## src/source/rv_core_pkg.sv

```systemverilog
package rv_core_pkg;

  parameter int xlen       = 32; // data and address width
  parameter int reg_addr_w = 5;  // register index width

  parameter logic [xlen-1:0] reset_vector = 32'h8000_0000;

  // major opcodes, inst[6:0]
  typedef enum logic [6:0] {
    op_lui    = 7'b011_0111,
    op_auipc  = 7'b001_0111,
    op_jal    = 7'b110_1111,
    op_jalr   = 7'b110_0111,
    op_load   = 7'b000_0011,
    op_store  = 7'b010_0011,
    op_imm    = 7'b001_0011,
    op_system = 7'b111_0011,
    op_other  = 7'b000_0000  // anything not implemented, runs as a no-op
  } opcode_e;

  // funct3 of loads and stores
  typedef enum logic [2:0] {
    sz_b  = 3'b000,
    sz_h  = 3'b001,
    sz_w  = 3'b010,
    sz_bu = 3'b100,
    sz_hu = 3'b101
  } mem_size_e;

endpackage

```

## src/source/pc_unit.sv

```systemverilog
`timescale 1ns/1ns

module pc_unit #(
  parameter logic [rv_core_pkg::xlen-1:0] reset_pc = rv_core_pkg::reset_vector
) (
  input  logic                         clk,
  input  logic                         rst_n,
  input  logic                         jump,
  input  logic [rv_core_pkg::xlen-1:0] target,
  input  logic                         is_ebreak,
  output logic [rv_core_pkg::xlen-1:0] pc,
  output logic [rv_core_pkg::xlen-1:0] next_pc,
  output logic                         halt
);
  import rv_core_pkg::*;

  assign next_pc = pc + xlen'(4); // static next pc

  always_ff @(posedge clk or negedge rst_n) begin
    if (!rst_n) begin
      pc   <= reset_pc;
      halt <= 1'b0;
    end else if (!halt) begin
      if (is_ebreak) begin
        halt <= 1'b1; // pc stays on the ebreak
      end else begin
        pc <= jump ? target : next_pc;
      end
    end
  end

  // targets come from the adder, so this also covers jal/jalr offsets
  pc_aligned_a: assert property (
    @(posedge clk) disable iff (!rst_n) pc[1:0] == 2'b00
  ) else $error("pc not word aligned: %h", pc);

endmodule

```

## src/source/inst_decode.sv

```systemverilog
`timescale 1ns/1ns

module inst_decode (
  input  logic [rv_core_pkg::xlen-1:0]       inst,
  output rv_core_pkg::opcode_e               opcode,
  output rv_core_pkg::mem_size_e             size,
  output logic [rv_core_pkg::reg_addr_w-1:0] rs1,
  output logic [rv_core_pkg::reg_addr_w-1:0] rs2,
  output logic [rv_core_pkg::reg_addr_w-1:0] rd,
  output logic [rv_core_pkg::xlen-1:0]       imm,
  output logic                               reg_we,
  output logic                               mem_re,
  output logic                               mem_we,
  output logic                               jump,
  output logic                               use_pc,
  output logic                               is_ebreak
);
  import rv_core_pkg::*;

  logic [xlen-1:0] imm_i;
  logic [xlen-1:0] imm_s;
  logic [xlen-1:0] imm_u;
  logic [xlen-1:0] imm_j;

  assign rs1  = inst[19:15];
  assign rs2  = inst[24:20];
  assign rd   = inst[11:7];
  assign size = mem_size_e'(inst[14:12]);

  // known opcodes pass through, the rest collapse to op_other
  always_comb begin
    case (inst[6:0])
      op_lui, op_auipc, op_jal, op_jalr,
      op_load, op_store, op_imm, op_system: opcode = opcode_e'(inst[6:0]);
      default:                              opcode = op_other;
    endcase
  end

  assign imm_i = {{20{inst[31]}}, inst[31:20]};
  assign imm_s = {{20{inst[31]}}, inst[31:25], inst[11:7]};
  assign imm_u = {inst[31:12], 12'h000}; // already shifted
  assign imm_j = {{12{inst[31]}}, inst[19:12], inst[20], inst[30:21], 1'b0};

  always_comb begin
    case (opcode)
      op_lui, op_auipc: imm = imm_u;
      op_jal:           imm = imm_j;
      op_store:         imm = imm_s;
      default:          imm = imm_i; // op-imm, load, jalr
    endcase
  end

  assign reg_we = opcode inside {op_lui, op_auipc, op_jal, op_jalr, op_load, op_imm};
  assign mem_re = (opcode == op_load);
  assign mem_we = (opcode == op_store);
  assign jump   = (opcode == op_jal) || (opcode == op_jalr);
  assign use_pc = (opcode == op_auipc) || (opcode == op_jal);

  // only the exact ebreak encoding halts, ecall and csr ops do nothing
  assign is_ebreak = (opcode == op_system) && (inst[31:20] == 12'h001)
                     && (inst[19:7] == '0);

  always_comb begin
    mem_dir_a: assert (!(mem_re && mem_we))
      else $error("load and store decoded together: %h", inst);
  end

endmodule

```

## src/source/reg_file.sv

```systemverilog
`timescale 1ns/1ns

module reg_file #(
  parameter int nr_regs = 32
) (
  input  logic                               clk,
  input  logic                               rst_n,
  input  logic                               we,
  input  logic [rv_core_pkg::reg_addr_w-1:0] waddr,
  input  logic [rv_core_pkg::reg_addr_w-1:0] raddr1,
  input  logic [rv_core_pkg::reg_addr_w-1:0] raddr2,
  input  logic [rv_core_pkg::xlen-1:0]       wdata,
  output logic [rv_core_pkg::xlen-1:0]       rdata1,
  output logic [rv_core_pkg::xlen-1:0]       rdata2
);
  import rv_core_pkg::*;

  localparam int idx_w = $clog2(nr_regs);

  logic [xlen-1:0] regs [nr_regs];

  // x0 and indices past the file read as zero
  function automatic logic [xlen-1:0] read_reg(input logic [reg_addr_w-1:0] a);
    if (a == '0 || int'(a) >= nr_regs) begin
      return '0;
    end
    return regs[a[idx_w-1:0]];
  endfunction

  always_ff @(posedge clk or negedge rst_n) begin
    if (!rst_n) begin
      for (int i = 0; i < nr_regs; i++) begin
        regs[i] <= '0;
      end
    end else if (we && waddr != '0 && int'(waddr) < nr_regs) begin
      regs[waddr[idx_w-1:0]] <= wdata;
    end
  end

  assign rdata1 = read_reg(raddr1);
  assign rdata2 = read_reg(raddr2);

endmodule

```

## src/source/exec_unit.sv

```systemverilog
`timescale 1ns/1ns

module exec_unit (
  input  rv_core_pkg::opcode_e         opcode,
  input  logic [rv_core_pkg::xlen-1:0] pc,
  input  logic [rv_core_pkg::xlen-1:0] rs1_data,
  input  logic [rv_core_pkg::xlen-1:0] imm,
  input  logic [rv_core_pkg::xlen-1:0] next_pc,
  input  logic [rv_core_pkg::xlen-1:0] load_data,
  output logic [rv_core_pkg::xlen-1:0] sum,
  output logic [rv_core_pkg::xlen-1:0] target,
  output logic [rv_core_pkg::xlen-1:0] wb_data
);
  import rv_core_pkg::*;

  logic [xlen-1:0] op_a;

  always_comb begin
    case (opcode)
      op_auipc, op_jal: op_a = pc;
      op_lui:           op_a = '0; // lui is just 0 + imm_u
      default:          op_a = rs1_data;
    endcase
  end

  // one adder for address, jump target and arithmetic
  assign sum = op_a + imm;

  assign target = {sum[xlen-1:1], 1'b0}; // jalr drops bit 0

  always_comb begin
    case (opcode)
      op_jal, op_jalr: wb_data = next_pc; // link
      op_load:         wb_data = load_data;
      default:         wb_data = sum;
    endcase
  end

endmodule

```

## src/source/load_store_unit.sv

```systemverilog
`timescale 1ns/1ns

module load_store_unit (
  input  logic [rv_core_pkg::xlen-1:0] addr,
  input  rv_core_pkg::mem_size_e       size,
  input  logic                         load,
  input  logic                         store,
  input  logic [rv_core_pkg::xlen-1:0] rs2_data,
  input  logic [rv_core_pkg::xlen-1:0] mem_rdata,
  output logic [rv_core_pkg::xlen-1:0] load_data,
  output logic [rv_core_pkg::xlen-1:0] mem_addr,
  output logic                         mem_re,
  output logic                         mem_we,
  output logic [3:0]                   mem_wmask,
  output logic [rv_core_pkg::xlen-1:0] mem_wdata
);
  import rv_core_pkg::*;

  logic [1:0]  off;
  logic [7:0]  lane_b;
  logic [15:0] lane_h;

  assign off      = addr[1:0];
  assign mem_addr = {addr[xlen-1:2], 2'b00};

  // byte lanes, zero when misaligned
  always_comb begin
    mem_wmask = 4'b0000;
    case (size)
      sz_b:    mem_wmask = 4'b0001 << off;
      sz_h:    mem_wmask = off[0] ? 4'b0000 : (4'b0011 << off);
      sz_w:    mem_wmask = (off == 2'b00) ? 4'b1111 : 4'b0000;
      default: mem_wmask = 4'b0000;
    endcase
  end

  // value copied into every lane, the mask picks the right one
  always_comb begin
    case (size)
      sz_b:    mem_wdata = {4{rs2_data[7:0]}};
      sz_h:    mem_wdata = {2{rs2_data[15:0]}};
      default: mem_wdata = rs2_data;
    endcase
  end

  assign mem_we = store && (mem_wmask != 4'b0000);
  assign mem_re = load;

  assign lane_b = mem_rdata[{off, 3'b000} +: 8];
  assign lane_h = off[1] ? mem_rdata[31:16] : mem_rdata[15:0];

  always_comb begin
    load_data = '0;
    case (size)
      sz_b:  load_data = {{24{lane_b[7]}}, lane_b};
      sz_bu: load_data = {24'h00_0000, lane_b};
      sz_h:  load_data = off[0] ? '0 : {{16{lane_h[15]}}, lane_h};
      sz_hu: load_data = off[0] ? '0 : {16'h0000, lane_h};
      sz_w:  load_data = (off == 2'b00) ? mem_rdata : '0;
      default: load_data = '0;
    endcase
  end

  always_comb begin
    wmask_a: assert (!mem_we || mem_wmask != 4'b0000)
      else $error("store with empty byte mask at %h", addr);
  end

endmodule

```

## src/source/rv_core_top.sv

```systemverilog
`timescale 1ns/1ns

module rv_core_top #(
  parameter logic [rv_core_pkg::xlen-1:0] reset_pc = rv_core_pkg::reset_vector,
  parameter int                           nr_regs  = 32
) (
  input  logic                         clk,
  input  logic                         rst_n,
  input  logic [rv_core_pkg::xlen-1:0] inst,
  input  logic [rv_core_pkg::xlen-1:0] mem_rdata,
  output logic [rv_core_pkg::xlen-1:0] pc,
  output logic [rv_core_pkg::xlen-1:0] mem_addr,
  output logic                         mem_re,
  output logic                         mem_we,
  output logic [3:0]                   mem_wmask,
  output logic [rv_core_pkg::xlen-1:0] mem_wdata,
  output logic                         halt
);
  import rv_core_pkg::*;

  opcode_e               opcode;
  mem_size_e             size;
  logic [reg_addr_w-1:0] rs1;
  logic [reg_addr_w-1:0] rs2;
  logic [reg_addr_w-1:0] rd;
  logic [xlen-1:0]       imm;
  logic                  dec_reg_we;
  logic                  dec_mem_re;
  logic                  dec_mem_we;
  logic                  jump;
  logic                  use_pc;
  logic                  is_ebreak;
  logic [xlen-1:0]       rs1_data;
  logic [xlen-1:0]       rs2_data;
  logic [xlen-1:0]       sum;
  logic [xlen-1:0]       target;
  logic [xlen-1:0]       wb_data;
  logic [xlen-1:0]       load_data;
  logic [xlen-1:0]       next_pc;
  logic                  reg_we;
  logic                  store;

  assign reg_we = dec_reg_we && !halt; // no side effects once halted
  assign store  = dec_mem_we && !halt;

  pc_unit #(.reset_pc(reset_pc)) pc_unit_i (
    .clk, .rst_n, .jump, .target, .is_ebreak, .pc, .next_pc, .halt
  );

  inst_decode inst_decode_i (
    .inst, .opcode, .size, .rs1, .rs2, .rd, .imm,
    .reg_we(dec_reg_we), .mem_re(dec_mem_re), .mem_we(dec_mem_we),
    .jump, .use_pc, .is_ebreak
  );

  reg_file #(.nr_regs(nr_regs)) reg_file_i (
    .clk, .rst_n, .we(reg_we), .waddr(rd), .raddr1(rs1), .raddr2(rs2),
    .wdata(wb_data), .rdata1(rs1_data), .rdata2(rs2_data)
  );

  exec_unit exec_unit_i (
    .opcode, .pc, .rs1_data, .imm, .next_pc, .load_data, .sum, .target, .wb_data
  );

  load_store_unit load_store_unit_i (
    .addr(sum), .size, .load(dec_mem_re), .store, .rs2_data, .mem_rdata,
    .load_data, .mem_addr, .mem_re, .mem_we, .mem_wmask, .mem_wdata
  );

  // jal lands exactly pc + imm_j one cycle later
  jal_target_a: assert property (
    @(posedge clk) disable iff (!rst_n)
    !halt && jump && use_pc |=> pc == $past(pc + imm)
  ) else $error("jal went to %h", pc);

  // ebreak freezes the core from the following edge on
  ebreak_halt_a: assert property (
    @(posedge clk) disable iff (!rst_n)
    is_ebreak && !halt |=> halt && $stable(pc)
  ) else $error("ebreak did not halt the core");

endmodule

```

## config.mk

```make
export PLATFORM = sky130hd
export DESIGN_NAME = rv_core_top
export DESIGN_NICKNAME = d
export VERILOG_FILES = /design/src/source/rv_core_pkg.sv /design/src/source/pc_unit.sv /design/src/source/inst_decode.sv /design/src/source/reg_file.sv /design/src/source/exec_unit.sv /design/src/source/load_store_unit.sv /design/src/source/rv_core_top.sv
export SDC_FILE = /design/constraint.sdc
export NUM_CORES = 2
export LEC_CHECK = 0
export BUFFER_PORTS_ARGS = -buffer_cell sky130_fd_sc_hd__buf_2
export CORE_ASPECT_RATIO = 0.6
export CORE_UTILIZATION = 39
export DETAILED_ROUTE_END_ITERATION = 10
export PLACE_DENSITY = 0.6
export SYNTH_ARGS = -nofsm -noshare
export SYNTH_HDL_FRONTEND = slang
export SYNTH_HIERARCHICAL = 1
export SYNTH_SLANG_ARGS = --single-unit
```

## constraint.sdc

```tcl
create_clock -name clk -period 7.4 [get_ports clk]
set_input_delay 0.74 -clock clk [delete_from_list [all_inputs] [get_ports clk]]
set_output_delay 0.74 -clock clk [all_outputs]
set_load 0.01 [all_outputs]
```

==> summary.txt <==
Die Area = 161000 µm²
Synth Warn # = 6
Worst Hold Slack = -0.00829 ns
Finished Cell Area = 68100 µm²
Bufs and invs on worst path = 3
Pins Over Slew Limit = 0
CP Launch Type = primary input
H-tree depth = 3
Clock Sinks = 1057
Highest Signal Layer = met5
Power Density = 223 nW/µm²
routed len/inst = 34.0 µm
CTS tree = done
TritonRoute pass-1 iters = 6
cells along the critical path = buf_6 > or4_2 > buf_4 > o21ai_0 > a311oi_1 > a22o_1 > ha_1 > a21oi_1 > o21ai_0 > a31oi_1 > a31o_2 > o21ai_0 > a21oi_1 > xnor2_1 > buf_2
crit path time final = 6.88 ns
Port Buffers = 166
routed vias = 44457
Clock Latency Late Sink = 0.72 ns
layout cell share with drive strength beyond 1 = 46.3%
crit path from = inst[15]
Slew @ Worst Pin = 1.28 ns
post-route insts no fill = 6731
Routed met2 length = 94500 µm
Mean Syn Cell Area = 13.3 µm²
Mapped Cells = 4666
final antenna-violating net count = 0
Post-CTS Setup Repair Bufs = 0
Metal-1 WL = 99700 µm
clk slew on worst S/H paths = 0.07 ns
CTS Buf Count = 98
setup TNS = 0 ns
Root Buffer = clkbuf_16
RSZ-0062 raised after global routing = false
failing checks = hold timing
Peak Freq = 145 MHz
drt initial violations = 5570
first-pass GRT wire length = 326000 µm
# setup viols final = 0
CTS resizes = 0
I/O pin count = 169
Crit path required time = 6.66 ns
Netlist Area Pre-Place = 62000 µm²
RePlAce Congestion = 0.986
Core Area = 157000 µm²
max_slew headroom = 14.3%
CP arrival = 6.14 ns
Setup CP Type = in -> out
DRC viols = 0
die extent in x = 517 µm
FP Rows = 112
Critical Path Max Stage Delay = 0.71 ns
crit path capture = mem_addr[30]
power after layout = 15.2 mW
CP delay by family, top = compound AO/OA/AOI/OAI gates
GRT Total Usage = 28.1%
CP max stage cell = a311oi_1
vias in the first global route = 42863
initial antenna violation count = 8
Crit. End Element = primary output
# nets final = 4640
cell repeated most along the worst path = o21ai_0
status = finished, violations left
reg-to-reg slack, setup = 1.72 ns
wirelength, routed = 229000 µm
hpwl dp = 143000 µm
Final Hold Viols = 1
CTS Buffer Depth = 3
Die H = 311 µm
worst r2r dst = reg_file_i/regs[826]
DR vias/cell = 6.60
Hold WC Path Type = in -> async
Worst IR Drop VDD = 0.217 mV
Clock Skew = 0.0369 ns
Area Growth Syn to Fin = 9.83%
maximum net fanout on the critical path = 39
Worst R2R Path Depth = 14
Worst path depth = 15
placed insts = 6549
largest net degree at the start of global routing = 175
GRT Residual Overflow = 0
Hold Buf Count CTS = 0
Starting Density = 39.6%
Max Cap Violations = 0
dpl cell area = 64700 µm²
P_leak = 31.0 nW
FF-to-FF Start = reg_file_i/regs[899]
part of the cycle the worst path needs = 93.0%
met3 WL = 28100 µm
## per-layer routing
layer / track usage, % / up-vias
li1: - / 17613
met1: 42.2 / 23883
met2: 38.2 / 2569
met3: 9.53 / 390
met4: 7.46 / 2
met5: 0.596 / -
## placed cells by master, fill, tap and decap left out, types with 17 or more instances in the layout
| cell type | n |
|---|---|
| mux4_2 | 448 |
| a211oi_1 | 66 |
| ha_1 | 33 |
| a221oi_1 | 46 |
| mux2i_1 | 152 |
| nor2_4 | 17 |
| a311oi_1 | 58 |
| mux2_2 | 1066 |
| nor3_1 | 28 |
| clkbuf_16 | 100 |
| o2111ai_1 | 20 |
| buf_2 | 159 |
| a21oi_1 | 66 |
| buf_12 | 23 |
| xnor2_1 | 31 |
| nand2_1 | 138 |
| a22oi_1 | 84 |
| xor2_1 | 26 |
| nor2_1 | 50 |
| buf_4 | 177 |
| nor2b_1 | 91 |
| o21ai_0 | 138 |
| nand4_1 | 24 |
| a22o_1 | 49 |
| dfrtp_1 | 1056 |
| nand3_1 | 66 |
| clkbuf_8 | 22 |
| a21o_1 | 44 |
## flip-flops by register name, indices dropped and copies added, names as in the netlist
signal and count:
pc_unit_i/pc 32, reg_file_i/regs 1024, pc_unit_i/halt 1
## worst min path at each step
stage	cells after the start	slack, ns	to	start
4_1_cts	1	0.02	reg_file_i/regs[640]	rst_n
5_1_grt	1	0.03	reg_file_i/regs[640]	rst_n
2_1_floorplan	0	0.44	pc_unit_i/halt	rst_n
3_5_place_dp	0	0.38	reg_file_i/regs[1002]	reg_file_i/regs[1002]
3_3_place_gp	0	0.38	reg_file_i/regs[1016]	reg_file_i/regs[1016]
6_report	1	-0.008	reg_file_i/regs[640]	rst_n
## metrics by stage
stage | worst slack, ns | hold slack [ns] | utilization (%)
finish | 0.519 | -0.00829 | 43.5
CTS | 0.838 | 0.0220 | 43.5
global route | 0.599 | 0.0347 | 43.5
floorplan | 2.06 | 0.441 | -
global placement | 0.890 | 0.377 | 41.3
detailed placement | 0.787 | 0.383 | 41.3
## worst reg2reg max path: stages (launching register included)
cell and delay, ns:
dfrtp_1 0.40, mux4_2 0.46, nor2b_1 0.14, a211oi_1 0.65, a311oi_1 0.29, a22o_1 0.31, ha_1 0.34, and3_2 0.21
a221o_1 0.40, a21oi_1 0.43, a31o_2 0.36, o211ai_1 0.13, xnor2_1 0.26, a21o_1 0.89, mux2_2 0.37
## power breakdown
part	switching, mW	internal, mW
clock network	2.41	3.19
registers	0.429	6.14
logic	1.88	1.14
## cell type report
cell class,count,area [µm²]
sequential,1057,26500
inverter,17,68.8
fill,14346,88500
clock inverter,38,611
multi-input combinational,3000,32800
timing repair buffer,366,2680
tap,2109,2640
clock buffer,137,2860
antenna,7,17.5
No activity file was read; power rests on OpenSTA's default activity.
